$ cat src/rtl/board_bus_pkg.sv
package board_bus_pkg;

    // bus widths
    localparam int addr_w = 32;
    localparam int data_w = 32;
    localparam int strb_w = data_w / 8;

    // program ram depth in words
    localparam int ram_words = 256;
    localparam int ram_addr_w = $clog2(ram_words);

    // high address byte selects the page
    localparam logic [7:0] ram_page = 8'h00;
    localparam logic [7:0] reg_page = 8'h0f;

    // register offsets on the register page
    localparam logic [7:0] led_offset = 8'h00;
    localparam logic [7:0] duration_offset = 8'h0c;
    localparam logic [7:0] period_offset = 8'h10;

    typedef logic [addr_w-1:0] addr_t;
    typedef logic [data_w-1:0] data_t;
    typedef logic [strb_w-1:0] strb_t;

    // response of a completed transfer
    typedef struct packed {
        data_t rdata;
        logic err;
    } resp_t;

endpackage

$ cat src/rtl/apb_if.sv
interface apb_if;

    logic psel;
    logic penable;
    logic pwrite;
    board_bus_pkg::addr_t paddr;
    board_bus_pkg::data_t pwdata;
    board_bus_pkg::strb_t pstrb;
    board_bus_pkg::data_t prdata;
    logic pready;
    logic pslverr;

    modport requester (
        output psel, penable, pwrite, paddr, pwdata, pstrb,
        input prdata, pready, pslverr
    );

    modport completer (
        input psel, penable, pwrite, paddr, pwdata, pstrb,
        output prdata, pready, pslverr
    );

endinterface

$ cat src/rtl/tone_regs.sv
module tone_regs (
    input logic clock,
    input logic rst_n,
    apb_if.completer bus,
    output logic buzzer,
    output logic led,
    output logic tone_active
);

    board_bus_pkg::data_t led_q;
    board_bus_pkg::data_t period_q;
    board_bus_pkg::data_t duration_q;
    board_bus_pkg::data_t per_cnt_q;
    logic buzzer_q;

    logic [7:0] offset;
    logic access;
    logic known;
    logic wr;
    logic start;
    board_bus_pkg::data_t step_cnt;
    logic wrap;

    assign offset = bus.paddr[7:0];
    assign access = bus.psel & bus.penable;
    assign known = (offset == board_bus_pkg::led_offset) ||
                   (offset == board_bus_pkg::duration_offset) ||
                   (offset == board_bus_pkg::period_offset);
    assign wr = access & bus.pwrite & known;
    assign start = wr & (offset == board_bus_pkg::duration_offset);

    // the write edge counts as the first step of the period
    assign step_cnt = (start ? '0 : per_cnt_q) + 1'b1;
    assign wrap = (step_cnt == period_q);

    always_ff @(posedge clock) begin
        if (!rst_n) begin
            led_q <= '0;
            period_q <= '0;
            duration_q <= '0;
            per_cnt_q <= '0;
            buzzer_q <= 1'b0;
        end else begin
            if (wr && offset == board_bus_pkg::led_offset) begin
                led_q <= bus.pwdata;
            end
            if (wr && offset == board_bus_pkg::period_offset) begin
                period_q <= bus.pwdata;
            end
            if (start) begin
                duration_q <= bus.pwdata;
                per_cnt_q <= wrap ? '0 : step_cnt;
                buzzer_q <= wrap;
            end else if (duration_q != '0) begin
                duration_q <= duration_q - 1'b1;
                per_cnt_q <= wrap ? '0 : step_cnt;
                if (wrap) begin
                    buzzer_q <= ~buzzer_q;
                end
            end else begin
                per_cnt_q <= '0;
                buzzer_q <= 1'b0;
            end
        end
    end

    assign tone_active = (duration_q != '0);
    // silent as soon as the countdown ends
    assign buzzer = buzzer_q & tone_active;
    assign led = led_q[0];

    always_comb begin
        case (offset)
            board_bus_pkg::led_offset: bus.prdata = led_q;
            board_bus_pkg::duration_offset: bus.prdata = duration_q;
            board_bus_pkg::period_offset: bus.prdata = period_q;
            default: bus.prdata = '0;
        endcase
    end

    assign bus.pready = access;
    assign bus.pslverr = access & ~known;

endmodule

$ cat src/flat_wrapper.sv
// flat-port wrapper written by rule: the top's interface ports become plain ports
module tone_regs_flat 
  (clock, rst_n, buzzer, led, tone_active, bus_psel, bus_penable, bus_pwrite, bus_paddr, bus_pwdata, bus_pstrb, bus_prdata, bus_pready, bus_pslverr);
  apb_if bus_i ();
  input logic clock;
  input logic rst_n;
  output logic buzzer;
  output logic led;
  output logic tone_active;
  input wire logic [$bits(bus_i.psel)-1:0] bus_psel;
  input wire logic [$bits(bus_i.penable)-1:0] bus_penable;
  input wire logic [$bits(bus_i.pwrite)-1:0] bus_pwrite;
  input wire logic [$bits(bus_i.paddr)-1:0] bus_paddr;
  input wire logic [$bits(bus_i.pwdata)-1:0] bus_pwdata;
  input wire logic [$bits(bus_i.pstrb)-1:0] bus_pstrb;
  output wire logic [$bits(bus_i.prdata)-1:0] bus_prdata;
  output wire logic [$bits(bus_i.pready)-1:0] bus_pready;
  output wire logic [$bits(bus_i.pslverr)-1:0] bus_pslverr;
  assign bus_i.psel = bus_psel;
  assign bus_i.penable = bus_penable;
  assign bus_i.pwrite = bus_pwrite;
  assign bus_i.paddr = bus_paddr;
  assign bus_i.pwdata = bus_pwdata;
  assign bus_i.pstrb = bus_pstrb;
  assign bus_prdata = bus_i.prdata;
  assign bus_pready = bus_i.pready;
  assign bus_pslverr = bus_i.pslverr;
  tone_regs u_core (.clock(clock), .rst_n(rst_n), .bus(bus_i), .buzzer(buzzer), .led(led), .tone_active(tone_active));
endmodule
$ cat config.mk
export PLATFORM = sky130hd
export DESIGN_NAME = tone_regs_flat
export DESIGN_NICKNAME = d
export VERILOG_FILES = /design/src/rtl/board_bus_pkg.sv /design/src/rtl/apb_if.sv /design/src/rtl/tone_regs.sv /design/src/flat_wrapper.sv
export SDC_FILE = /design/constraint.sdc
export NUM_CORES = 1
export LEC_CHECK = 0
export ABC_AREA = 1
export BUFFER_PORTS_ARGS = -buffer_cell sky130_fd_sc_hd__buf_2
export CAP_MARGIN = 20
export CORE_MARGIN = 2
export CORE_UTILIZATION = 49
export DETAILED_ROUTE_END_ITERATION = 12
export PLACE_DENSITY = 0.7
export SETUP_SLACK_MARGIN = 0.2
export SLEW_MARGIN = 20
export SYNTH_ARGS = -nofsm -noshare
export SYNTH_HDL_FRONTEND = slang
export SYNTH_SLANG_ARGS = --single-unit
$ cat constraint.sdc
create_clock -name clock -period 5.85 [get_ports clock]
set_input_delay 1.17 -clock clock [delete_from_list [all_inputs] [get_ports clock]]
set_output_delay 1.17 -clock clock [all_outputs]
set_load 0.005 [all_outputs]
# Yosys cells after proc, flatten, opt, wreduce, memory -nomap -nowiden
# Index checks and enable logic that the tools add are counted.
dict set report word_totals {
  register_bits 129
  inputBits 73
  out_inout_bits 37
  word_cells 36
}
dict set report op_classes {
  add_sub_neg 2
  eq_ne 4
  n_mux 10
  n_bitwise 8
  n_reduce_logical 7
}
# op n
set ops {}
lappend ops {{32-bit two-way mux} 6}
lappend ops {{32-bit one-hot mux with 3 select lines} 1}
lappend ops {{32-bit by 1-bit adder with 32-bit output, second input constant} 1}
lappend ops {{32-bit == test} 1}
lappend ops {{32-bit nonzero test} 1}
lappend ops {{32-bit by 1-bit subtractor with 32-bit output, second input constant} 1}
lappend ops {{8-bit by 4-bit == test with 1-bit output, second input constant} 1}
lappend ops {{8-bit by 5-bit == test with 1-bit output, second input constant} 1}
lappend ops {{8-bit logical NOT} 1}
lappend ops {{1-bit AND} 6}
lappend ops {{1-bit two-way mux} 3}
lappend ops {{3-bit inequality test, second input constant} 1}
lappend ops {{1-bit logical AND} 2}
lappend ops {{1-bit logical OR} 2}
lappend ops {{1-bit inverter} 2}
lappend ops {{2-bit nonzero test} 1}

# Logic depth before layout (Yosys ltp)
dict set report depth {
  word_depth 11
  mapped_depth 28
  mapped_depth_nobuf 24
}

# Worst setup path after synthesis
# No wires, ideal clock.
dict set report synth_timing {
  kind {input to register}
  startpoint {in bus_paddr[6]}
  endpoint {reg u_core.per_cnt_q[28]}
  setup_ns 0.115
  t_arrival_ns 3.815
  t_required_ns 5.735
  path_slack_ns 1.920
  cell_stages 28
  path_buffers 4
  cell_sequence {inv_1 nand2_1 nor2_1 nand2_2 nand3_4 nand3_4 buf_6 buf_6 buf_2 nand2_1 inv_1 ha_1 inv_1 nor2_2 nand2_1 nor2_2 nand2_1 nand2_1 nand2_1 nand2_1 nand2_1 nor2_1 nand2_1 nor2_2 nand3_2 nand2_4 buf_6 a21oi_2}
}
dict set report synth_between {
  elab_chain_len 11
  word_cells_on_any_way 13
  cone_classes {1 x add/sub; 3 x eq/ne; 4 x mux; 2 x bitwise; 3 x reduce/logical}
}
# element line
set synth_lines {}
lappend synth_lines {{start: declaration} flat_wrapper.sv:13} ;# input wire logic [$bits(bus_i.paddr)-1:0] bus_paddr;
lappend synth_lines {{8-bit by 4-bit == test with 1-bit output / 8-bit logical NOT (equally long branches)} {tone_regs.sv:27, tone_regs.sv:30, tone_regs.sv:26}}
lappend synth_lines {{1-bit logical OR} tone_regs.sv:26} ;# assign known = (offset == board_bus_pkg::led_offset) ||
lappend synth_lines {{1-bit logical OR} tone_regs.sv:27} ;# (offset == board_bus_pkg::duration_offset) ||
lappend synth_lines {{1-bit AND} tone_regs.sv:29} ;# assign wr = access & bus.pwrite & known;
lappend synth_lines {{1-bit AND (*)} tone_regs.sv:30} ;# assign start = wr & (offset == board_bus_pkg::duration_offset);
lappend synth_lines {{32-bit two-way mux} tone_regs.sv:33} ;# assign step_cnt = (start ? '0 : per_cnt_q) + 1'b1;
lappend synth_lines {{32-bit by 1-bit adder with 32-bit output} tone_regs.sv:33}
lappend synth_lines {{32-bit == test} tone_regs.sv:34} ;# assign wrap = (step_cnt == period_q);
lappend synth_lines {{32-bit two-way mux} {tone_regs.sv:52, tone_regs.sv:56}}
lappend synth_lines {{32-bit two-way mux} tone_regs.sv:54} ;# end else if (duration_q != '0) begin
lappend synth_lines {{32-bit two-way mux (*)} tone_regs.sv:50} ;# if (start) begin
lappend synth_lines {{end signal: assignment} tone_regs.sv:52} ;# per_cnt_q <= wrap ? '0 : step_cnt;
lappend synth_lines {{end signal: assignment} tone_regs.sv:56} ;# per_cnt_q <= wrap ? '0 : step_cnt;
lappend synth_lines {{end: declaration} tone_regs.sv:13} ;# board_bus_pkg::data_t per_cnt_q;
# Every way passes the cells marked *; elsewhere a longest branch is shown, timed or not.
# A chain may end at the register's enable or synchronous reset.

# Worst setup path after layout
dict set report layout_timing {
  startpoint {in bus_paddr[6]}
  endpoint {reg u_core.per_cnt_q[20]}
}
# Same word-level chain as after synthesis.

==> out/qor.txt <==
share of the synthesized area in the top cell type -> 34.4%
largest net degree at the start of global routing -> 70
clock group share of total power -> 35.1%
Yosys top cell by area -> dfxtp_1
Rows -> 45
yosys warns -> 0
DRT antenna net count -> 0
RSZ-0062 raised after global routing -> no
PortBufs -> 81
H-tree levels -> 4
worst path buffer plus inverter count -> 4
share of layout cells above drive strength 1 -> 12.1%
cts hold-fix bufs -> 0
Slew headroom -> 32.8%
combinational share of power -> 29.4%
Die Span Y -> 128 um
Top FF cell, synth -> dfxtp_1
count leader, synth -> nand2_1
CP endpoint kind -> flip-flop
antenna violations before repair -> 0
fill cell count -> 1495
initial detailed-routing violation count -> 679
max_cap viols -> 0
worst min path class -> flip-flop to flip-flop
Util after Layout -> 57.0%
#FFs+latches synth -> 129
part of the cycle the worst path needs -> 75.2%
vias -> 7826
first-pass GRT wire length -> 36700 um
vias per cell -> 5.50
core footprint -> 15100 sq um
kind of critical path -> primary input to flip-flop
cell class contributing the biggest share of worst-path delay -> simple AND/OR/NAND/NOR gates
critical-path cell list -> buf_2 > inv_1 > nand2_1 > nor2_2 > nand2_4 > nand3_4 > nand3_4 > nand2_1 > inv_1 > ha_1 > inv_1 > nor2_2 > nand2_2 > nor2_2 > nand3_1 > nand3_1 > nand2_1 > nor2_1 > nand2_1 > nor2_1 > nand3_2 > nand2_4 > a21oi_1
Die X -> 128 um
Worst setup SP type -> primary input
Syn Nets -> 1239
post-CTS resize count -> 0
CP max stage delay -> 0.38 ns
worst-skew pair later-pin latency -> 0.42 ns
number of remaining DRC errors -> 0
die area -> 16300 sq um
cell mode on critical path -> nand2_1
Internal -> 1.98 mW
final hold violation count -> 0
global route overflow -> 0
Max clock buf depth -> 2
Area growth syn-to-layout -> 14.5%
Net count, final -> 1301
postcts setup bufs -> 0
critical path's slowest cell -> nand2_4
worst vdd ir -> 241 uV
gp weighted congestion -> 0.969
synth cell count leaders -> nand2_1 (290), nor2_1 (216), inv_1 (133)
I/O Pins -> 110
Post-synth EDFFs -> 0
CTS Root Cell -> clkbuf_16
Net Sw Frac -> 34.6%
LEAKAGE -> 3.88 nW
Post-Synthesis Cells -> 1164
Flop pwr share -> 35.5%
Critical Path AT -> 4.69 ns
total negative setup slack -> 0 ns
sw power -> 1.05 mW
Final min period -> 4.40 ns
Post-Route WL -> 23000 um
total track usage -> 28.6%
transition time at the pin with the least slew margin -> 1.01 ns
routed len/inst -> 16.1 um
Fin Hold WS -> 0.482 ns
Final Skew -> 0.00757 ns
mapped cell area -> 7510 sq um
sequential-to-total area share from yosys stat -> 34.4%
fmax -> 227 MHz
ant diodes -> 0
dpl hpwl -> 16800 um
TritonCTS Buffers -> 17
Final setup viols -> 0
final slew viol count -> 0
crit path max fanout -> 32
Synth Area per Inst -> 6.46 sq um
post-synth cell types -> 38
Async S/R FF share, synth -> 0%
Critical Path RT -> 6.13 ns
Starting Density -> 49.8%
synth top area cells -> dfxtp_1 (34%), nand2_1 (14%), nor2_1 (11%), inv_1 (6.6%), nand3_1 (6.5%)
Num Clock Sinks -> 129
status -> finished clean
number of global-route vias before repair -> 7184
CTS tree -> yes
register clock-pin slew on the reported worst setup and hold paths -> 0.05 ns
P per Cell Area -> 352 nW/um^2
drt pass-1 iters -> 7
## path summary, 6_finish.rpt
check	startpoint	end	slack (ns)	cells after the start
worst min register to register	u_core.led_q[30]$_SDFFE_PN0P_	u_core.led_q[30]$_SDFFE_PN0P_	0.48	2
worst max register to register	u_core.duration_q[0]$_SDFFE_PN0P_	u_core.duration_q[13]$_SDFFE_PN0P_	2.36	13
worst min-delay path	u_core.led_q[30]$_SDFFE_PN0P_	u_core.led_q[30]$_SDFFE_PN0P_	0.48	2
worst max-delay path	bus_paddr[6]	u_core.per_cnt_q[20]$_SDFF_PN0_	1.45	23
## layout by cell type, fill, tap and decap left out, types with 22 or more instances in the layout
cell,synthesis,final
a211oi_1,29,29
a21oi_1,31,31
buf_2,4,81
dfxtp_1,129,129
inv_1,133,133
nand2_1,290,290
nand3_1,97,96
nor2_1,216,216
o21ai_0,39,39
o221ai_1,22,22
xor2_1,30,30
## layout make-up
type	count	area [sq um]	area share [%]
inverter	136	513	5.96
multi-input combinational	853	4190	48.7
tap	188	235	2.73
sequential	129	2580	30.0
timing repair buffer	89	498	5.79
clock buffer	25	505	5.88
clock inverter	4	75.1	0.873
## power by group through the flow
stage,logic [mW],registers (mW),clock network [mW]
3_3_place_gp,0.864,1.09,0
2_1_floorplan,0.715,1.06,0
3_5_place_dp,0.875,1.09,0
6_report,0.890,1.07,1.06
5_1_grt,1.01,1.08,1.10
4_1_cts,0.885,1.07,1.07
## worst register-to-register path, delay by kind of cell, from the launching register on
family                   cells  cell delay (ns)
buffers and inverters        3             0.78
flip-flops                   1             0.31
AND/OR/NAND/NOR              7             1.30
adder cells (fa/ha/maj)      1             0.24
AO/OA/AOI/OAI                2             0.74
## layer usage
metal / track usage (%) / routed length (um) / vias up
met4: 12.0 / 766 / 0
li1: - / - / 3891
met5: 0 / 0 / -
met2: 45.6 / 10300 / 323
met1: 38.2 / 10300 / 3553
met3: 5.47 / 1590 / 59
## state kept, by name (all words and copies together) (netlist names)
signal	cells
u_core.buzzer_q	1
u_core.duration_q	32
u_core.led_q	32
u_core.per_cnt_q	32
u_core.period_q	32
## kinds of logic after synthesis
family                     share of synthesized area, %
AOI/OAI and AO/OA                                  13.5
xor gates and xnor gates                           4.63
adders and majority gates                         0.333
buffers and inverters                              9.89
DFF                                                34.4
and+or+nand+nor                                    37.3
## stage by stage
| step | area, sq um | setup slack, ns | cells | power (mW) |
|---|---|---|---|---|
| after floorplan | 7510 | 1.92 | 1164 | 1.78 |
| after CTS | 8600 | 1.47 | 1424 | 3.02 |
| after global placement | 8000 | 1.08 | 1394 | 1.95 |
| after detailed placement | 8020 | 1.03 | 1395 | 1.96 |
| after global routing | 8600 | 1.16 | 1424 | 3.20 |
| final | 8600 | 1.45 | 1424 | 3.02 |
No activity file was read; power rests on OpenSTA's default activity.
