===== src/rtl/board_bus_pkg.sv =====
package board_bus_pkg;

    // bus widths
    localparam int addr_w = 32;
    localparam int data_w = 32;
    localparam int strb_w = data_w / 8;

    // program ram depth in words
    localparam int ram_words = 256;
    localparam int ram_addr_w = $clog2(ram_words);

    // high address byte selects the page
    localparam logic [7:0] ram_page = 8'h00;
    localparam logic [7:0] reg_page = 8'h0f;

    // register offsets on the register page
    localparam logic [7:0] led_offset = 8'h00;
    localparam logic [7:0] duration_offset = 8'h0c;
    localparam logic [7:0] period_offset = 8'h10;

    typedef logic [addr_w-1:0] addr_t;
    typedef logic [data_w-1:0] data_t;
    typedef logic [strb_w-1:0] strb_t;

    // response of a completed transfer
    typedef struct packed {
        data_t rdata;
        logic err;
    } resp_t;

endpackage


===== src/rtl/apb_if.sv =====
interface apb_if;

    logic psel;
    logic penable;
    logic pwrite;
    board_bus_pkg::addr_t paddr;
    board_bus_pkg::data_t pwdata;
    board_bus_pkg::strb_t pstrb;
    board_bus_pkg::data_t prdata;
    logic pready;
    logic pslverr;

    modport requester (
        output psel, penable, pwrite, paddr, pwdata, pstrb,
        input prdata, pready, pslverr
    );

    modport completer (
        input psel, penable, pwrite, paddr, pwdata, pstrb,
        output prdata, pready, pslverr
    );

endinterface


===== src/rtl/addr_decoder.sv =====
module addr_decoder (
    apb_if.completer bus,
    apb_if.requester ram,
    apb_if.requester regs
);

    logic [7:0] high_byte;
    logic ram_hit;
    logic reg_hit;
    board_bus_pkg::resp_t resp;

    assign high_byte = bus.paddr[31:24];
    assign ram_hit = (high_byte == board_bus_pkg::ram_page);
    assign reg_hit = (high_byte == board_bus_pkg::reg_page);

    assign ram.psel = bus.psel & ram_hit;
    assign ram.penable = bus.penable;
    assign ram.pwrite = bus.pwrite;
    assign ram.paddr = bus.paddr;
    assign ram.pwdata = bus.pwdata;
    assign ram.pstrb = bus.pstrb;

    assign regs.psel = bus.psel & reg_hit;
    assign regs.penable = bus.penable;
    assign regs.pwrite = bus.pwrite;
    assign regs.paddr = bus.paddr;
    assign regs.pwdata = bus.pwdata;
    assign regs.pstrb = bus.pstrb;

    always_comb begin
        if (ram_hit) begin
            resp.rdata = ram.prdata;
            resp.err = ram.pslverr;
            bus.pready = ram.pready;
        end else if (reg_hit) begin
            resp.rdata = regs.prdata;
            resp.err = regs.pslverr;
            bus.pready = regs.pready;
        end else begin
            // unmapped, answer here with zero data
            resp.rdata = '0;
            resp.err = bus.psel & bus.penable;
            bus.pready = bus.psel & bus.penable;
        end
    end

    assign bus.prdata = resp.rdata;
    assign bus.pslverr = resp.err;

endmodule


===== src/flat_wrapper.sv =====
// flat-port wrapper written by rule: the top's interface ports become plain ports
module addr_decoder_flat 
  (bus_psel, bus_penable, bus_pwrite, bus_paddr, bus_pwdata, bus_pstrb, bus_prdata, bus_pready, bus_pslverr, ram_psel, ram_penable, ram_pwrite, ram_paddr, ram_pwdata, ram_pstrb, ram_prdata, ram_pready, ram_pslverr, regs_psel, regs_penable, regs_pwrite, regs_paddr, regs_pwdata, regs_pstrb, regs_prdata, regs_pready, regs_pslverr);
  apb_if bus_i ();
  apb_if ram_i ();
  apb_if regs_i ();
  input wire logic [$bits(bus_i.psel)-1:0] bus_psel;
  input wire logic [$bits(bus_i.penable)-1:0] bus_penable;
  input wire logic [$bits(bus_i.pwrite)-1:0] bus_pwrite;
  input wire logic [$bits(bus_i.paddr)-1:0] bus_paddr;
  input wire logic [$bits(bus_i.pwdata)-1:0] bus_pwdata;
  input wire logic [$bits(bus_i.pstrb)-1:0] bus_pstrb;
  output wire logic [$bits(bus_i.prdata)-1:0] bus_prdata;
  output wire logic [$bits(bus_i.pready)-1:0] bus_pready;
  output wire logic [$bits(bus_i.pslverr)-1:0] bus_pslverr;
  output wire logic [$bits(ram_i.psel)-1:0] ram_psel;
  output wire logic [$bits(ram_i.penable)-1:0] ram_penable;
  output wire logic [$bits(ram_i.pwrite)-1:0] ram_pwrite;
  output wire logic [$bits(ram_i.paddr)-1:0] ram_paddr;
  output wire logic [$bits(ram_i.pwdata)-1:0] ram_pwdata;
  output wire logic [$bits(ram_i.pstrb)-1:0] ram_pstrb;
  input wire logic [$bits(ram_i.prdata)-1:0] ram_prdata;
  input wire logic [$bits(ram_i.pready)-1:0] ram_pready;
  input wire logic [$bits(ram_i.pslverr)-1:0] ram_pslverr;
  output wire logic [$bits(regs_i.psel)-1:0] regs_psel;
  output wire logic [$bits(regs_i.penable)-1:0] regs_penable;
  output wire logic [$bits(regs_i.pwrite)-1:0] regs_pwrite;
  output wire logic [$bits(regs_i.paddr)-1:0] regs_paddr;
  output wire logic [$bits(regs_i.pwdata)-1:0] regs_pwdata;
  output wire logic [$bits(regs_i.pstrb)-1:0] regs_pstrb;
  input wire logic [$bits(regs_i.prdata)-1:0] regs_prdata;
  input wire logic [$bits(regs_i.pready)-1:0] regs_pready;
  input wire logic [$bits(regs_i.pslverr)-1:0] regs_pslverr;
  assign bus_i.psel = bus_psel;
  assign bus_i.penable = bus_penable;
  assign bus_i.pwrite = bus_pwrite;
  assign bus_i.paddr = bus_paddr;
  assign bus_i.pwdata = bus_pwdata;
  assign bus_i.pstrb = bus_pstrb;
  assign bus_prdata = bus_i.prdata;
  assign bus_pready = bus_i.pready;
  assign bus_pslverr = bus_i.pslverr;
  assign ram_psel = ram_i.psel;
  assign ram_penable = ram_i.penable;
  assign ram_pwrite = ram_i.pwrite;
  assign ram_paddr = ram_i.paddr;
  assign ram_pwdata = ram_i.pwdata;
  assign ram_pstrb = ram_i.pstrb;
  assign ram_i.prdata = ram_prdata;
  assign ram_i.pready = ram_pready;
  assign ram_i.pslverr = ram_pslverr;
  assign regs_psel = regs_i.psel;
  assign regs_penable = regs_i.penable;
  assign regs_pwrite = regs_i.pwrite;
  assign regs_paddr = regs_i.paddr;
  assign regs_pwdata = regs_i.pwdata;
  assign regs_pstrb = regs_i.pstrb;
  assign regs_i.prdata = regs_prdata;
  assign regs_i.pready = regs_pready;
  assign regs_i.pslverr = regs_pslverr;
  addr_decoder u_core (.bus(bus_i), .ram(ram_i), .regs(regs_i));
endmodule

===== config.mk =====
export PLATFORM = sky130hd
export DESIGN_NAME = addr_decoder_flat
export DESIGN_NICKNAME = d
export VERILOG_FILES = /design/src/rtl/board_bus_pkg.sv /design/src/rtl/apb_if.sv /design/src/rtl/addr_decoder.sv /design/src/flat_wrapper.sv
export SDC_FILE = /design/constraint.sdc
export NUM_CORES = 1
export LEC_CHECK = 0
export BUFFER_PORTS_ARGS = -buffer_cell sky130_fd_sc_hd__buf_4
export CAP_MARGIN = 40
export CORE_AREA = 2 2 121 123
export DETAILED_ROUTE_END_ITERATION = 12
export DIE_AREA = 0 0 123 125
export SLEW_MARGIN = 20
export SYNTH_ARGS = -nofsm -noshare
export SYNTH_HDL_FRONTEND = slang
export SYNTH_SLANG_ARGS = --single-unit

===== constraint.sdc =====
create_clock -name vclk -period 0.9
set_clock_uncertainty 0.05 [all_clocks]
set_input_delay 0.045 -clock vclk [all_inputs]
set_output_delay 0.045 -clock vclk [all_outputs]
set_load 0.005 [all_outputs]

# Word level (Yosys, flattened, before mapping)
# Index checks and enable logic that the tools add are counted.
op_classes:
  reduce_logical: 1
  mux: 4
  bitwise_logic: 3
  eq_ne: 1
op_table:
  columns: ["op", "count"]
  rows:
  - ["33-bit two-way mux", 2]
  - ["8-bit by 4-bit equality test with 1-bit output, second input constant", 1]
  - ["8-bit zero test", 1]
  - ["1-bit AND", 3]
  - ["1-bit two-way mux", 2]
totals:
  register_bits: 0
  word_cells: 9
  out_inout_bits: 176
  inputBits: 139

# Logic depth before layout (Yosys ltp)
# Gate-level depths: netlist of run 1.
depth:
  word_depth: 3
  depth_mapped: 5
  depth_no_buf: 3

# Worst setup path before layout of run 1
# OpenSTA, ideal clock, no wires.
synth_path:
  path_kind: "input -> output"
  from: "input port bus_paddr[31]"
  to: "output port bus_prdata[1]"
  t_required_ns: 0.805
  path_buffers: 2
  path_stages: 4
  slack_ns: -0.157
  arrival_time_ns: 0.962
  path_cell_list: "or4_4 -> buf_6 -> buf_6 -> nor2_1"
synth_between:
  elab_chain_len: 3
  word_cells_on_any_way: 4
  cone_classes: "eq/ne (1); mux (2); reduce/logical (1)"
synth_lines:
  columns: ["item", "line", "rtl"]
  rows:
  - ["start: declaration", "flat_wrapper.sv:10", "input wire logic [$bits(bus_i.paddr)-1:0] bus_paddr;"]
  - ["8-bit by 4-bit equality test with 1-bit output", "addr_decoder.sv:14", "assign reg_hit = (high_byte == board_bus_pkg::reg_page);"]
  - ["33-bit two-way mux", "addr_decoder.sv:35", "end else if (reg_hit) begin"]
  - ["33-bit two-way mux *", "addr_decoder.sv:31", "if (ram_hit) begin"]
  - ["end: declaration", "flat_wrapper.sv:13", "output wire logic [$bits(bus_i.prdata)-1:0] bus_prdata;"]
# Every way passes the cells marked *; elsewhere a longest branch is shown, timed or not.

# Worst setup path in the final report of run 1
layout_path:
  from: "input port bus_paddr[31]"
  to: "output port bus_prdata[27]"
# Same word-level chain as after synthesis.

==> results of run 1 <==
## placed cells by master (no fill, tap or decap)
cell type and count:
nor2_2 17, buf_12 3, buf_4 139, a22oi_2 11, a22oi_1 23, clkbuf_16 1
o21a_1 1, and4_2 1, buf_6 11, nor4_4 2, nand2_1 1, or4_4 1
nor2_1 15, and3_4 2, o22ai_2 2
## worst max path at each step
stage                     end  slack [ns]  cells after the start     startpoint
2_1_floorplan  bus_prdata[10]       -0.14                      4  bus_paddr[31]
3_3_place_gp      bus_pslverr       -0.42                      6  bus_paddr[25]
3_5_place_dp   bus_prdata[17]       -0.40                      7  bus_paddr[25]
4_1_cts        bus_prdata[17]       -0.40                      7  bus_paddr[25]
5_1_grt        bus_prdata[24]       -0.43                      5  bus_paddr[31]
6_report       bus_prdata[27]       -0.38                      5  bus_paddr[31]
## per-layer routing
layer / wire length [um] / track usage (%) / share of wire (%) / vias to the layer above
met2: 2420 / 9.59 / 44 / 128
li1: - / - / - / 619
met5: 0 / 0 / 0 / -
met1: 1820 / 6.28 / 33 / 590
met4: 473 / 5.28 / 8.6 / 0
met3: 782 / 1.96 / 14 / 61
## power groups by stage
stage	combinational [mW]	sequential (mW)	clock, mW
6_report	0.589	0	0
5_1_grt	0.632	0	0
4_1_cts	0.579	0	0
3_5_place_dp	0.551	0	0
3_3_place_gp	0.548	0	0
2_1_floorplan	0.618	0	0
## kinds of logic (layout without fill, tap and decap cells)
logic type      count (synthesis)  after routing
compound gates                 37             37
simple gates                   39             39
buf+inv                       151            154
## stage by stage
step,std cells,worst slack (ns)
finish,414,-0.378
global route,414,-0.425
CTS,413,-0.401
detailed placement,410,-0.398
global placement,410,-0.421
floorplan,227,-0.144
## cell type report
type	count	area (um2)
Timing Repair Buffer	154	1250
Multi-Input combinational cell	76	596
Tap cell	184	230
Fill cell	1640	12100
## repair_timing
| action | CTS | global route |
|---|---|---|
| hold buffers | 0 | 0 |
| setup endpoints to repair | 36 | 36 |
| buffers inserted | 3 | 0 |
| resized for setup | 11 | 10 |
| pin swaps | 2 | 3 |
| cloned | 0 | 1 |
==> flow_summary.toml, run 1 <==
[timing]
holdWs_ns = 0.0400
hold_viol_final = 0
maxSlewViolCount = 0
rsz0062_at_grt = "true"
period_needed_ns = 1.28
final.setup.tns_ns = -12.55
fin_ws_ns = -0.378
slew-limit-headroom_pct = 83.0
fmax_mhz = 783
tightestPinTransition_ns = 0.253
period_share_pct = 142
finalSetupViolations = 36

[setup_path]
path_delay_family = "simple AND/OR/NAND/NOR gates"
worstPathMaxFanout = 32
setup.worst_path.class = "in -> out"
slowest_delay_ns = 0.57
end_kind = "output port"
cp_num_buf_inv = 3
crit_path_cell_trace = "buf_6, or4_4, buf_12, nor2_1, buf_4"
worst_ep_required_time_ns = 0.81
startpoint_type = "input pin"
critPathSlowestCell = "or4_4"
critPathArrivalTime_ns = 1.18

[synthesis]
synth_area_leader_cell = "buf_4"
avgSynthCellArea_um2 = 7.47
ys_seq_area_share_pct = 0
synth_area_leaders = "buf_4 (62%), a22oi_1 (11%), a22oi_2 (7.4%), nor2_1 (4.9%), buf_6 (4.6%)"
yosysMostFrequentCell = "buf_4"
synth_top_family_by_area = "buffers and inverters"
synth_top_cell_area_share_pct = 62.4
synthSimpleGateAreaFrac_pct = 12.4
synthAdderAreaFrac_pct = 0
syn_area_mm2 = 0.00170
synth_cells = 227
synth_nets = 366
synth.area.mux_share_pct = 0
ys_warn_count = 0
synth_common_cells = "buf_4 (141), a22oi_1 (24), nor2_1 (22)"
synth_cell_type_count = 16
synthXorXnorAreaFrac_pct = 0
synth_compound_area_share_pct = 19.2

[layout]
num_antenna_cells = 0
fin_util_pct = 14.6
register_area_um2 = 0
layout-drive-gt1-share_pct = 82.6
nClkBuffers = 0
seq_cell_count = 0
final_area_mm2 = 0.00208
syn2layout_area_growth_pct = 22.5
final_nets = 371

[placement]
place_area_mm2 = 0.00194
dp_hpwl_um = 4450
port-buffer-count = 132
finalWeightedCongestion = 0.629

[routing]
wirelength_um = 5500
avgViaCountPerCell = 3.38
wl_per_cell_um = 13.3
drt_iter0_drc = 30
dr.pass1.iters = 4
vias = 1398
final_antenna_net_count = 0
drc = 0

[power]
switchingPower_mw = 0.204
ir_worst_vdd_uv = 143
swShare_pct = 34.7
power_density_mw_per_mm2 = 283
p_int_mw = 0.385
p_comb_share_pct = 100.0
p_leak_nw = 0.872
power.share.sequential_pct = 0
totalPowerFinal_mw = 0.589
power_frac_clock_pct = 0

[worst_hold_path]
holdPathEnd = "ram_pwdata[24]"
min_path_type = "in -> out"
hold_depth = 0
worstHoldStart = "bus_pwdata[24]"

[global_route]
grt_pass1_wl_um = 7360
track_usage_pct = 6.03
grt_max_degree = 33
gr-total-overflow = 0
grt_pass1_vias = 1255
antenna_found_initial = 0

[outcome]
outcome = "finished with violations"
violations = "negative setup slack"

[floorplanning]
rows = 44
core_area_mm2 = 0.0142
start_util_pct = 11.9
die_h_um = 125
io_pins = 315
die-area_mm2 = 0.0154
die_x_um = 123

[flow_run]
cap_violations = 0
Power figures use the tool's default switching activity.
==> run 2: changes to the inputs <==
--- a/config.mk
+++ b/config.mk
@@ -10,6 +10,7 @@
 export CORE_AREA = 2 2 121 123
 export DETAILED_ROUTE_END_ITERATION = 12
 export DIE_AREA = 0 0 123 125
+export PLACE_DENSITY_LB_ADDON = 0.3
 export SLEW_MARGIN = 20
 export SYNTH_ARGS = -nofsm -noshare
 export SYNTH_HDL_FRONTEND = slang
==> run 2 against run 1 <==
The run still ends with negative setup slack left. Wire length down 7.2%. Largest power group unchanged. Critical path type unchanged. Critical path depth unchanged. Clock-buffer cell count unchanged. Combinational power barely moved.
==> flow_summary.toml, run 2 (synthesis results as in run 1) <==
[power]
power_density_mw_per_mm2 = 278
ir_worst_vdd_uv = 98.2
p_leak_nw = 0.909

[layout]
seq_cell_count = 0
mostFrequentLayoutCell = "buf_4"
layout-drive-gt1-share_pct = 81.9
nClkBuffers = 0
final_area_mm2 = 0.00212
syn2layout_area_growth_pct = 24.9
register_area_um2 = 0
final_cell_mix = "buf_4 (146), a22oi_1 (22), nor2_1 (16), nor2_2 (16), a22oi_2 (12)"
final_nets = 378
num_antenna_cells = 0

[global_route]
grt_pass1_wl_um = 7030
grt_pass1_vias = 1383
track_usage_pct = 5.63
grt_max_degree = 27
antenna_found_initial = 0
gr-total-overflow = 0

[flow_run]
cap_violations = 0

[placement]
place_area_mm2 = 0.00201
dp_hpwl_um = 4210
finalWeightedCongestion = 0.710
port-buffer-count = 132

[clock_network]
cts_hold_buf = 0

[floorplanning]
die-area_mm2 = 0.0154
io_pins = 315
die_x_um = 123
start_util_pct = 11.9
rows = 44
die_h_um = 125
core_area_mm2 = 0.0142

[setup_path]
worst_ep_required_time_ns = 0.81
critPathArrivalTime_ns = 1.16
crit_path_cell_trace = "buf_6, or4_4, buf_12, nor2_2, buf_4"
slowest_delay_ns = 0.57
critPathSlowestCell = "or4_4"
startpoint_type = "input pin"
end_kind = "output port"
worstPathMaxFanout = 26
setup.worst_path.class = "in -> out"

[outcome]
violations = "negative setup slack"
outcome = "finished with violations"

[timing]
rsz0062_at_grt = "true"
fin_ws_ns = -0.352
finalSetupViolations = 36
hold_viol_final = 0
slew-limit-headroom_pct = 77.5
holdWs_ns = 0.0400
fmax_mhz = 798
period_needed_ns = 1.25
maxSlewViolCount = 0
tightestPinTransition_ns = 0.337
period_share_pct = 139

[routing]
drt_iter0_drc = 27
final_antenna_net_count = 0
drc = 0
wirelength_um = 5100
vias = 1356
wl_per_cell_um = 12.1
avgViaCountPerCell = 3.22
dr.pass1.iters = 3

[worst_hold_path]
min_path_type = "in -> out"
[run 2: cell types whose count changed in the layout (fill, tap and decap cells not counted), sizes merged]
cell / delta
buf: +8
clkbuf: -1
[run 2: per-stage QoR]
step / setup TNS, ns / utilization, % / total power, mW / cells / setup slack [ns]
detailed placement: -13.33 / 14.1 / 0.560 / 416 / -0.576
CTS: -12.02 / 14.7 / 0.588 / 420 / -0.366
global placement: -13.13 / 14.1 / 0.556 / 416 / -0.564
finish: -11.61 / 14.9 / 0.590 / 421 / -0.352
floorplan: -4.43 / - / 0.618 / 227 / -0.144
global route: -13.26 / 14.9 / 0.637 / 421 / -0.402
[run 2: cell type report]
cell class                      count  area (um2)
Fill cell                        1628       12100
Tap cell                          184         230
Timing Repair Buffer              161        1310
Multi-Input combinational cell     76         581
[run 2: final timing paths]
check | from | to | slack, ns | cells after the start
max | bus_paddr[31] | bus_prdata[7] | -0.35 | 5
min | bus_pstrb[1] | ram_pstrb[1] | 0.04 | 0
[run 2: critical path: cells and delay by family]
kind | cells | cell delay, ns
buf+inv | 3 | 0.40
simple gates | 2 | 0.69
[run 2: power by group]
part,total (mW),internal (mW),switching (mW)
combinational,0.590,0.396,0.194
sequential,0,0,0
clock,0,0,0
[run 2: timing repair]
action                                  4_1_cts  5_1_grt
pin swaps                                     1        0
resized for setup                            10        7
endpoints found under the setup margin       36       36
setup buffers                                 4        1
gates cloned                                  0        0
[run 2: per-layer routing]
layer	wire length [um]	GRT usage (%)
met5	0	0
met4	337	3.61
met3	607	1.41
met2	2640	10.7
met1	1520	5.18
