**config.mk**
```make
export PLATFORM = sky130hd
export DESIGN_NAME = bus_arbiter_flat
export DESIGN_NICKNAME = d
export VERILOG_FILES = /design/src/rtl/board_bus_pkg.sv /design/src/rtl/apb_if.sv /design/src/rtl/bus_arbiter.sv /design/src/flat_wrapper.sv
export SDC_FILE = /design/constraint.sdc
export NUM_CORES = 1
export LEC_CHECK = 0
export ABC_AREA = 1
export BUFFER_PORTS_ARGS = -buffer_cell sky130_fd_sc_hd__buf_4
export CAP_MARGIN = 25
export CELL_PAD_IN_SITES_DETAIL_PLACEMENT = 1
export CELL_PAD_IN_SITES_GLOBAL_PLACEMENT = 1
export CORE_MARGIN = 2
export CORE_UTILIZATION = 11
export DETAILED_ROUTE_END_ITERATION = 7
export PLACE_DENSITY = 0.78
export SYNTH_ARGS = -nofsm -noshare
export SYNTH_HDL_FRONTEND = slang
export SYNTH_SLANG_ARGS = --single-unit
```
**constraint.sdc**
```tcl
create_clock -name clock -period 1.1 [get_ports clock]
set_input_delay 0.165 -clock clock [delete_from_list [all_inputs] [get_ports clock]]
set_output_delay 0.165 -clock clock [all_outputs]
set_load 0.01 [all_outputs]
```
**src/rtl/board_bus_pkg.sv**
```systemverilog
package board_bus_pkg;

    // bus widths
    localparam int addr_w = 32;
    localparam int data_w = 32;
    localparam int strb_w = data_w / 8;

    // program ram depth in words
    localparam int ram_words = 256;
    localparam int ram_addr_w = $clog2(ram_words);

    // high address byte selects the page
    localparam logic [7:0] ram_page = 8'h00;
    localparam logic [7:0] reg_page = 8'h0f;

    // register offsets on the register page
    localparam logic [7:0] led_offset = 8'h00;
    localparam logic [7:0] duration_offset = 8'h0c;
    localparam logic [7:0] period_offset = 8'h10;

    typedef logic [addr_w-1:0] addr_t;
    typedef logic [data_w-1:0] data_t;
    typedef logic [strb_w-1:0] strb_t;

    // response of a completed transfer
    typedef struct packed {
        data_t rdata;
        logic err;
    } resp_t;

endpackage

```
**src/rtl/apb_if.sv**
```systemverilog
interface apb_if;

    logic psel;
    logic penable;
    logic pwrite;
    board_bus_pkg::addr_t paddr;
    board_bus_pkg::data_t pwdata;
    board_bus_pkg::strb_t pstrb;
    board_bus_pkg::data_t prdata;
    logic pready;
    logic pslverr;

    modport requester (
        output psel, penable, pwrite, paddr, pwdata, pstrb,
        input prdata, pready, pslverr
    );

    modport completer (
        input psel, penable, pwrite, paddr, pwdata, pstrb,
        output prdata, pready, pslverr
    );

endinterface

```
**src/rtl/bus_arbiter.sv**
```systemverilog
module bus_arbiter (
    input logic clock,
    input logic rst_n,

    input logic a_psel,
    input logic a_penable,
    input logic a_pwrite,
    input board_bus_pkg::addr_t a_paddr,
    input board_bus_pkg::data_t a_pwdata,
    input board_bus_pkg::strb_t a_pstrb,
    output board_bus_pkg::data_t a_prdata,
    output logic a_pready,
    output logic a_pslverr,

    input logic b_psel,
    input logic b_penable,
    input logic b_pwrite,
    input board_bus_pkg::addr_t b_paddr,
    input board_bus_pkg::data_t b_pwdata,
    input board_bus_pkg::strb_t b_pstrb,
    output board_bus_pkg::data_t b_prdata,
    output logic b_pready,
    output logic b_pslverr,

    apb_if.requester bus
);

    logic [1:0] grant_q;
    logic last_b_q;
    logic phase_q;

    logic pick_b;
    logic gnt_a;
    logic gnt_b;
    logic complete;

    // b wins a tie only if a won last time
    assign pick_b = b_psel & (~a_psel | ~last_b_q);

    // fresh grant while idle, held grant during the access phase
    assign gnt_a = phase_q ? grant_q[0] : (a_psel & ~pick_b);
    assign gnt_b = phase_q ? grant_q[1] : pick_b;

    assign complete = phase_q & bus.pready;

    always_ff @(posedge clock) begin
        if (!rst_n) begin
            grant_q <= 2'b00;
            last_b_q <= 1'b0;
            phase_q <= 1'b0;
        end else if (complete) begin
            grant_q <= 2'b00;
            last_b_q <= grant_q[1];
            phase_q <= 1'b0;
        end else if (!phase_q && (gnt_a || gnt_b)) begin
            grant_q <= {gnt_b, gnt_a};
            phase_q <= 1'b1;
        end
    end

    // downstream mux, setup in the grant cycle
    assign bus.psel = gnt_a | gnt_b;
    assign bus.penable = phase_q & (gnt_b ? b_penable : a_penable);
    assign bus.pwrite = gnt_b ? b_pwrite : a_pwrite;
    assign bus.paddr = gnt_b ? b_paddr : a_paddr;
    assign bus.pwdata = gnt_b ? b_pwdata : a_pwdata;
    assign bus.pstrb = gnt_b ? b_pstrb : a_pstrb;

    // response only to the owner
    assign a_pready = gnt_a & complete;
    assign a_pslverr = gnt_a & complete & bus.pslverr;
    assign a_prdata = gnt_a ? bus.prdata : '0;

    assign b_pready = gnt_b & complete;
    assign b_pslverr = gnt_b & complete & bus.pslverr;
    assign b_prdata = gnt_b ? bus.prdata : '0;

endmodule

```
**src/flat_wrapper.sv**
```systemverilog
// flat-port wrapper written by rule: the top's interface ports become plain ports
module bus_arbiter_flat 
  (clock, rst_n, a_psel, a_penable, a_pwrite, a_paddr, a_pwdata, a_pstrb, a_prdata, a_pready, a_pslverr, b_psel, b_penable, b_pwrite, b_paddr, b_pwdata, b_pstrb, b_prdata, b_pready, b_pslverr, bus_psel, bus_penable, bus_pwrite, bus_paddr, bus_pwdata, bus_pstrb, bus_prdata, bus_pready, bus_pslverr);
  apb_if bus_i ();
  input logic clock;
  input logic rst_n;
  input logic a_psel;
  input logic a_penable;
  input logic a_pwrite;
  input board_bus_pkg::addr_t a_paddr;
  input board_bus_pkg::data_t a_pwdata;
  input board_bus_pkg::strb_t a_pstrb;
  output board_bus_pkg::data_t a_prdata;
  output logic a_pready;
  output logic a_pslverr;
  input logic b_psel;
  input logic b_penable;
  input logic b_pwrite;
  input board_bus_pkg::addr_t b_paddr;
  input board_bus_pkg::data_t b_pwdata;
  input board_bus_pkg::strb_t b_pstrb;
  output board_bus_pkg::data_t b_prdata;
  output logic b_pready;
  output logic b_pslverr;
  output wire logic [$bits(bus_i.psel)-1:0] bus_psel;
  output wire logic [$bits(bus_i.penable)-1:0] bus_penable;
  output wire logic [$bits(bus_i.pwrite)-1:0] bus_pwrite;
  output wire logic [$bits(bus_i.paddr)-1:0] bus_paddr;
  output wire logic [$bits(bus_i.pwdata)-1:0] bus_pwdata;
  output wire logic [$bits(bus_i.pstrb)-1:0] bus_pstrb;
  input wire logic [$bits(bus_i.prdata)-1:0] bus_prdata;
  input wire logic [$bits(bus_i.pready)-1:0] bus_pready;
  input wire logic [$bits(bus_i.pslverr)-1:0] bus_pslverr;
  assign bus_psel = bus_i.psel;
  assign bus_penable = bus_i.penable;
  assign bus_pwrite = bus_i.pwrite;
  assign bus_paddr = bus_i.paddr;
  assign bus_pwdata = bus_i.pwdata;
  assign bus_pstrb = bus_i.pstrb;
  assign bus_i.prdata = bus_prdata;
  assign bus_i.pready = bus_pready;
  assign bus_i.pslverr = bus_pslverr;
  bus_arbiter u_core (.clock(clock), .rst_n(rst_n), .a_psel(a_psel), .a_penable(a_penable), .a_pwrite(a_pwrite), .a_paddr(a_paddr), .a_pwdata(a_pwdata), .a_pstrb(a_pstrb), .a_prdata(a_prdata), .a_pready(a_pready), .a_pslverr(a_pslverr), .b_psel(b_psel), .b_penable(b_penable), .b_pwrite(b_pwrite), .b_paddr(b_paddr), .b_pwdata(b_pwdata), .b_pstrb(b_pstrb), .b_prdata(b_prdata), .b_pready(b_pready), .b_pslverr(b_pslverr), .bus(bus_i));
endmodule
```
Word level (Yosys, flattened, before mapping)
Cells that the tools add are included.
{"block": "classes", "n_bitwise": 14, "reduce_logical": 4, "mux": 9}
{"op": "two-way mux 32 bit", "n": 4}
{"op": "AND 1 bit", "n": 8}
{"op": "two-way mux 1 bit", "n": 4}
{"op": "two-way mux 4 bit", "n": 1}
{"op": "inverter 1 bit", "n": 4}
{"op": "bitwise OR 1 bit", "n": 2}
{"op": "OR reduction 2 bit", "n": 1}
{"op": "logical AND 1 bit", "n": 1}
{"op": "logical NOT 1 bit", "n": 1}
{"op": "logical OR 1 bit", "n": 1}
{"block": "word_totals", "elab_cells": 30, "output_inout_bits": 139, "register_bits": 4}

Logic depth before layout (Yosys ltp)
Gate-level depths: netlist of run 1.
{"block": "logic_depth", "word_depth": 8, "depth_mapped": 8, "mapped_depth_nobuf": 6}

Worst setup path after synthesis of run 1
No wires, ideal clock.
{"block": "synth_path", "path_kind": "register to output", "startpoint": "reg u_core.phase_q", "endpoint": "out b_prdata[22]", "stages_incl_launch_ff": 8, "required_ns": 0.935, "t_arrival_ns": 1.119, "slack_ns": -0.184, "path_cell_list": "dfxtp_1 -> inv_2 -> nand3_2 -> nand2_2 -> inv_2 -> buf_6 -> buf_4 -> nor2_1"}
{"block": "synth_between", "elab_chain_cells": 2}
{"item": "start: declaration", "line": "bus_arbiter.sv:30", "text": "logic phase_q;"}
{"item": "start signal: assignment", "line": "bus_arbiter.sv:50", "text": "phase_q <= 1'b0;"}
{"item": "start signal: assignment", "line": "bus_arbiter.sv:54", "text": "phase_q <= 1'b0;"}
{"item": "start signal: assignment", "line": "bus_arbiter.sv:57", "text": "phase_q <= 1'b1;"}
{"item": "two-way mux 1 bit", "line": "bus_arbiter.sv:42", "text": "assign gnt_b = phase_q ? grant_q[1] : pick_b;"}
{"item": "two-way mux 32 bit", "line": "bus_arbiter.sv:76", "text": "assign b_prdata = gnt_b ? bus.prdata : '0;"}
{"item": "end: declaration", "line": "flat_wrapper.sv:22", "text": "output board_bus_pkg::data_t b_prdata;"}
Every way passes these cells.

Worst setup path in the final report of run 1
{"block": "layout_path", "startpoint": "reg u_core.phase_q", "endpoint": "out bus_paddr[11]"}
{"block": "layout_between", "elab_chain_cells": 2}
{"item": "two-way mux 1 bit", "line": "bus_arbiter.sv:42"}
{"item": "two-way mux 32 bit", "line": "bus_arbiter.sv:65", "text": "assign bus.paddr = gnt_b ? b_paddr : a_paddr;"}
{"item": "end: declaration", "line": "flat_wrapper.sv:28", "text": "output wire logic [$bits(bus_i.paddr)-1:0] bus_paddr;"}
Every way passes these cells.

==> metrics.yaml, run 1 <==
run_status:
  run_status: "complete, but fails checks"
  failed_checks: "setup timing"
drt:
  drt_iter0_markers: 46
  routed_wl_um: 12900
  vias_per_cell: 3.97
  ant_nets: 0
  route.detailed.wl_per_inst_um: 14.7
  first_pass_iters: 4
  drc_errors: 0
  vias: 3486
logic_synthesis:
  ys.flop_type: "dfxtp_1"
  ys_warn_count: 0
  synth_edf_count: 0
  syn_nets: 549
  synth_top_area_share_pct: 52.5
  synth_cell_types: 14
  synth_most_common_cell: "nand2_1"
  synth-seq-cells: 4
  async_reset_ff_share_pct: 0
  syn-mean-instance-area_um2: 4.26
  synth_top_area_cell: "nand2_1"
  synth_common_cells: "221 x nand2_1, 43 x inv_1, 36 x nor2_1"
  synthCells: 371
  syn-cell-area_um2: 1580
  ys_seq_area_share_pct: 5.07
  yosys-top-cells-area: "nand2_1 53%, a21oi_1 10%, inv_1 10%, nor2_1 8.6%, dfxtp_1 5.1%"
job:
  drv_cap: 0
placed_design:
  post-place-ws_ns: -0.309
  dp_hpwl_um: 10100
  io_buffers: 316
  gp_congestion: 0.777
setup_path:
  path_class: "register to primary output"
  slowest_stage: "dfxtp_4"
  worstPathMaxFanout: 8
  path_cells: "inv_4 > nand3_4 > nand2_8 > inv_12 > buf_12 > buf_16 > nand2_4 > nand2_2 > buf_6"
  worstPathArrival_ns: 1.43
  critical-path-max-stage-delay_ns: 0.35
  cp_top_family: "buffers and inverters"
  worst_setup_path_end_kind: "primary output"
  critPathBufInv: 5
  cp-start-kind: "register"
  critPathRequiredTime_ns: 0.94
global_routing:
  grt-ovfl-total: 0
  grt_start_max_net_pins: 41
  antenna_found_initial: 0
  grt_pass1_vias: 3508
  grt_pass1_wl_um: 18000
  grt.total_usage_pct: 15.0
sta:
  fin_skew_ns: 0.00134
  fin_crit_sh_pct: 145
  min_period_ns: 1.59
  whs_ns: 0.182
  setup_viol: 142
  slew_headroom_pct: 87.4
  fmax_mhz: 629
  drv_slew: 0
  rsz0062_at_grt: "yes"
  worst_slack_ns: -0.491
  worst_pin_slew_ns: 0.189
  final_hold_viol_count: 0
power:
  leakagePower_nw: 3.01
  p_per_area_nw_per_um2: 713
  ir_worst_vdd_v: 0.000392
die:
  rows: 43
  dieArea_um2: 15300
  coreArea_um2: 13900
  start_util_pct: 11.3
  dieWidth_um: 124
  io_pins: 317
  die-height_um: 124
final_layout:
  layout-area-overhead-vs-synth_pct: 227
  multiInputGateArea_um2: 1570
  antennaDiodeCount: 0
  drive_gt1_share_pct: 61.5
  n_fill_cell: 1788
  nNetsFinal: 877
  seqCellArea_um2: 85.1
hold_path:
  hold_path_class: "primary input to register"
clocking:
  cts_max_level: 1
  clk_pin_slew_ns: 0.03
  cts.sinks: 4
  cts_tree: "built"
  clk_path_buf_depth: 2
  clock_latency_ns: 0.22
  cts-root-buf: "clkbuf_16"
  cts_buffers: 3
  ctsHoldBuffers: 0
==> cells by family after synthesis <==
| family | synth area share, % |
|---|---|
| AND/OR/NAND/NOR | 63.7 |
| buffers and inverters | 20.4 |
| AO/OA/AOI/OAI | 10.8 |
| flip-flops | 5.07 |
==> worst register-to-register path: stages (launching register included) <==
cell and delay (ns):
dfxtp_4 0.35, buf_4 0.14, buf_6 0.12, buf_6 0.12, nand2_2 0.06, inv_2 0.04, nand2_2 0.06, inv_2 0.04
nand2_1 0.05, o21ai_0 0.08
==> power by group <==
| part | switching [mW] | leakage, nW | total (mW) | internal (mW) |
|---|---|---|---|---|
| Combinational | 1.35 | 2.94 | 2.95 | 1.60 |
| Clock | 0.107 | 0.0370 | 0.572 | 0.465 |
| Sequential | 0.0103 | 0.0339 | 0.166 | 0.156 |
| Total | 1.47 | 3.01 | 3.68 | 2.22 |
==> sequential cells by signal, summed over array words and instances (netlist names) <==
signal and cells:
u_core.phase_q 1, u_core.last_b_q 1, u_core.grant_q 2
==> path summary, 6_finish.rpt <==
path              cells past startpoint               to  slack [ns]            start
hold / removal                        3  u_core.last_b_q        0.18            rst_n
hold reg to reg                       2  u_core.last_b_q        0.51  u_core.last_b_q
setup reg to reg                      9  u_core.last_b_q       -0.07   u_core.phase_q
setup / recovery                      9    bus_paddr[11]       -0.49   u_core.phase_q
==> placed cells by master (no fill, tap or decap) <==
cell       instances
inv_1             40
inv_2              3
dfxtp_4            1
nand2_2           17
a21oi_1           22
nand2_4            7
inv_4              1
dfxtp_2            1
inv_12             1
o21ai_0            1
buf_6             37
clkbuf_16          5
nand3_1            3
nor2_2             8
nand2_8            1
nand2_1          197
a21oi_2           11
nor2_1             3
buf_16             5
nand3_4            3
buf_4            291
buf_12            12
nor2_4            25
dfxtp_1            2
==> per-layer routing <==
metal	routed length [um]	part of all wire [%]	GRT usage, %	vias to the layer above
li1	-	-	-	1745
met1	4690	36	16.3	1539
met2	6600	51	28.6	190
met3	1420	11	4.62	12
met4	199	1.5	3.05	0
met5	0	0	0	-
==> final cells by class <==
cell class | instances | share of cell area [%]
clock buffer | 3 | 1.45
tap | 180 | 4.36
timing repair buffer | 347 | 58.6
sequential | 4 | 1.65
inverter | 45 | 3.56
multi-input combinational | 298 | 30.3
==> repair_timing <==
action / CTS / global route
endpoints found under the setup margin: 139 / 140
resized for setup: 54 / 42
cloned: 4 / 2
buffers inserted: 2 / 3
pin swaps: 2 / 4
==> metrics by stage <==
step / utilization (%) / area, um2 / power (mW) / TNS (ns) / instances
after floorplan: - / 1830 / 1.23 / -12.27 / 371
after global placement: 32.7 / 4560 / 2.73 / -24.83 / 864
after detailed placement: 32.7 / 4560 / 2.76 / -29.43 / 864
after CTS: 35.8 / 4980 / 3.62 / -59.63 / 873
after global routing: 37.1 / 5160 / 3.97 / -67.25 / 877
final: 37.1 / 5160 / 3.68 / -58.19 / 877
Note: power is estimated with default switching activity, not from simulation.
==> run 2: changes to the inputs <==
--- a/config.mk
+++ b/config.mk
@@ -5,15 +5,15 @@
 export SDC_FILE = /design/constraint.sdc
 export NUM_CORES = 1
 export LEC_CHECK = 0
-export ABC_AREA = 1
 export BUFFER_PORTS_ARGS = -buffer_cell sky130_fd_sc_hd__buf_4
 export CAP_MARGIN = 25
 export CELL_PAD_IN_SITES_DETAIL_PLACEMENT = 1
 export CELL_PAD_IN_SITES_GLOBAL_PLACEMENT = 1
-export CORE_MARGIN = 2
-export CORE_UTILIZATION = 11
+export CORE_AREA = 2 2 123 125
 export DETAILED_ROUTE_END_ITERATION = 7
-export PLACE_DENSITY = 0.78
+export DIE_AREA = 0 0 125 127
+export PLACE_DENSITY = 0.67
 export SYNTH_ARGS = -nofsm -noshare
 export SYNTH_HDL_FRONTEND = slang
 export SYNTH_SLANG_ARGS = --single-unit
+export TNS_END_PERCENT = 10
==> run 2 against run 1 <==
The flow still finishes with violations (setup timing). Clock-buffer cell count unchanged. Sequential power about the same. Setup slack got worse by 0.26 ns. Design area fell by 4.7%. First-iteration DRC count decreased by 33%. Register-to-register slack is essentially flat. Sequential share of layout area increased by 0.082 points. Core utilization shrank 3.0 points. Combinational power shrank 10%. Synthesized cell count decreased by 52%. Clock skew hardly changed.
==> metrics.yaml, run 2 <==
sta:
  worst_slack_ns: -0.755
  final_hold_viol_count: 0
  worst_pin_slew_ns: 0.255
  fmax_mhz: 539
  slew_headroom_pct: 83.0
  drv_slew: 0
  fin_crit_sh_pct: 169
  fin_skew_ns: 0.000890
  setup_viol: 140
  rsz0062_at_grt: "yes"
  tns_ns: -90.18
  min_period_ns: 1.85
logic_synthesis:
  synth_common_cells: "35 x mux2_4, 34 x and2_1, 34 x nor2b_1"
  synthCells: 178
  ys_warn_count: 0
  synth_edf_count: 0
  yosys.area_share.simple_pct: 31.0
  syn-cell-area_um2: 1650
  syn-mean-instance-area_um2: 9.26
  synth_top_area_cell: "mux2_4"
  synth_xor_area_share_pct: 0
  synth_most_common_cell: "mux2_4"
  synth_cell_types: 20
  synth_top_family_by_area: "multiplexers"
  async_reset_ff_share_pct: 0
  synth_fa_ha_area_share_pct: 0
  synth-seq-cells: 4
  yosys-mux-area-fraction_pct: 55.7
  synth_top_area_share_pct: 31.9
  ys_seq_area_share_pct: 4.86
  ys.flop_type: "dfxtp_1"
  syn_nets: 356
  yosys-top-cells-area: "mux2_4 32%, mux2_2 23%, and2_1 13%, nor2b_1 13%, dfxtp_1 4.9%"
  synth_compound_area_share_pct: 1.90
setup_path:
  critPathRequiredTime_ns: 0.94
  r2r_setup_slack_ns: -0.06
  path_cells: "nor2b_4 > a22oi_2 > buf_12 > buf_12 > mux2_4 > buf_6"
  rr_startpoint: "u_core.phase_q"
  worstPathArrival_ns: 1.69
  r2r_cells: 5
  path_class: "register to primary output"
  timing.rr.end: "u_core.grant_q[1]"
  worstPathMaxFanout: 15
  slowest_stage: "dfxtp_4"
  cp-start-kind: "register"
  critical-path-max-stage-delay_ns: 0.36
  crit_path_end: "bus_pwdata[25]"
  worst_setup_path_end_kind: "primary output"
  cp_common_cell: "buf_12"
  startpoint: "u_core.phase_q"
final_layout:
  fin_util_pct: 34.1
  multiInputGateArea_um2: 1570
  seqCellArea_um2: 85.1
  layout_commonest_cell: "buf_4"
  layout-area-overhead-vs-synth_pct: 198
  fin_cells: 698
  n_fill_cell: 1666
  reg_top3: "u_core.grant_q (2), u_core.last_b_q (1), u_core.phase_q (1)"
  antennaDiodeCount: 0
  nNetsFinal: 694
  final_cell_mix: "291 x buf_4, 44 x mux2_4, 44 x buf_6"
  regMostFlops: "u_core.grant_q"
  largest_reg_flops: 2
  drive_gt1_share_pct: 84.8
placed_design:
  dp_hpwl_um: 9170
  io_buffers: 316
  gp_congestion: 0.968
  dpl.cell_count: 684
clocking:
  cts_max_level: 1
  clk_pin_slew_ns: 0.03
  cts_buffers: 3
  cts_tree: "built"
  clock_latency_ns: 0.22
  cts-root-buf: "clkbuf_16"
  cts.sinks: 4
  clk_path_buf_depth: 2
run_status:
  run_status: "complete, but fails checks"
  failed_checks: "setup timing"
global_routing:
  grt-ovfl-total: 0
  grt.total_usage_pct: 12.3
  grt_pass1_wl_um: 15900
  grt_start_max_net_pins: 33
  grt_pass1_vias: 3090
  antenna_found_initial: 0
die:
  dieWidth_um: 125
  coreArea_um2: 14400
  die-height_um: 127
  start_util_pct: 11.4
  io_pins: 317
  dieArea_um2: 15900
  rows: 44
power:
  p_per_area_nw_per_um2: 686
  ir_worst_vdd_v: 0.000412
  leakagePower_nw: 2.65
drt:
  route.detailed.wl_per_inst_um: 15.8
  routed_wl_um: 11000
  ant_nets: 0
  vias_per_cell: 3.90
  drt_iter0_markers: 31
  drc_errors: 0
  vias: 2723
  first_pass_iters: 2
job:
  drv_cap: 0
hold_path:
  hold_path_class: "primary input to register"
[run 2: cell type report]
class / count / area share [%]
timing repair buffer: 348 / 60.1
sequential: 4 / 1.73
multi-input combinational: 159 / 32.0
clock buffer: 3 / 1.53
tap: 184 / 4.68
[run 2: power by group]
| part | leakage (nW) | total, mW | internal (mW) | switching [mW] |
|---|---|---|---|---|
| clock | 0.0370 | 0.562 | 0.464 | 0.0983 |
| sequential | 0.0339 | 0.164 | 0.156 | 0.00859 |
| combinational | 2.58 | 2.65 | 1.70 | 0.949 |
| total | 2.65 | 3.37 | 2.32 | 1.06 |
[run 2: cell families after synthesis]
kind of cell,after synthesis
AND/OR/NAND/NOR,85
flip-flops,4
AO/OA/AOI/OAI,4
buffers and inverters,15
multiplexers,70
[run 2: worst max-delay path: cells and delay by family (launching register included)]
| family | cells | cell delay (ns) |
|---|---|---|
| muxes | 1 | 0.32 |
| DFF | 1 | 0.36 |
| and+or+nand+nor | 1 | 0.04 |
| AOI/OAI and AO/OA | 1 | 0.23 |
| buffers and inverters | 3 | 0.49 |
[run 2: how the worst min path moves through the flow]
stage | depth (start not counted) | slack, ns | endpoint | start
6_report | 3 | 0.16 | u_core.last_b_q | rst_n
5_1_grt | 3 | 0.20 | u_core.last_b_q | rst_n
4_1_cts | 3 | 0.16 | u_core.last_b_q | rst_n
3_5_place_dp | 3 | 0.39 | u_core.last_b_q | rst_n
3_3_place_gp | 3 | 0.38 | u_core.last_b_q | rst_n
2_1_floorplan | 2 | 0.27 | u_core.last_b_q | rst_n
[run 2: stage by stage]
step | power, mW | area [um2] | setup WS (ns) | hold slack (ns)
CTS | 3.25 | 4700 | -0.786 | 0.164
finish | 3.37 | 4920 | -0.755 | 0.162
detailed placement | 2.46 | 4360 | -0.566 | 0.394
floorplan | 1.15 | 1670 | -0.342 | 0.271
global route | 3.56 | 4920 | -0.816 | 0.198
global placement | 2.42 | 4360 | -0.538 | 0.385
[run 2: timing repair]
| action | 4_1_cts | 5_1_grt |
|---|---|---|
| setup buffers | 4 | 4 |
| cloned | 2 | 2 |
| gates resized for setup | 45 | 39 |
| setup endpoints to repair | 140 | 140 |
| pin swaps | 0 | 1 |
| hold buffers | 0 | 0 |
[run 2: per-layer routing]
layer	GRT usage, %	vias to the layer above	share of wire [%]
met5	0	-	0
met4	2.75	0	1.3
met3	2.97	10	9.3
met2	26.0	201	57
met1	11.9	1236	33
li1	-	1276	-
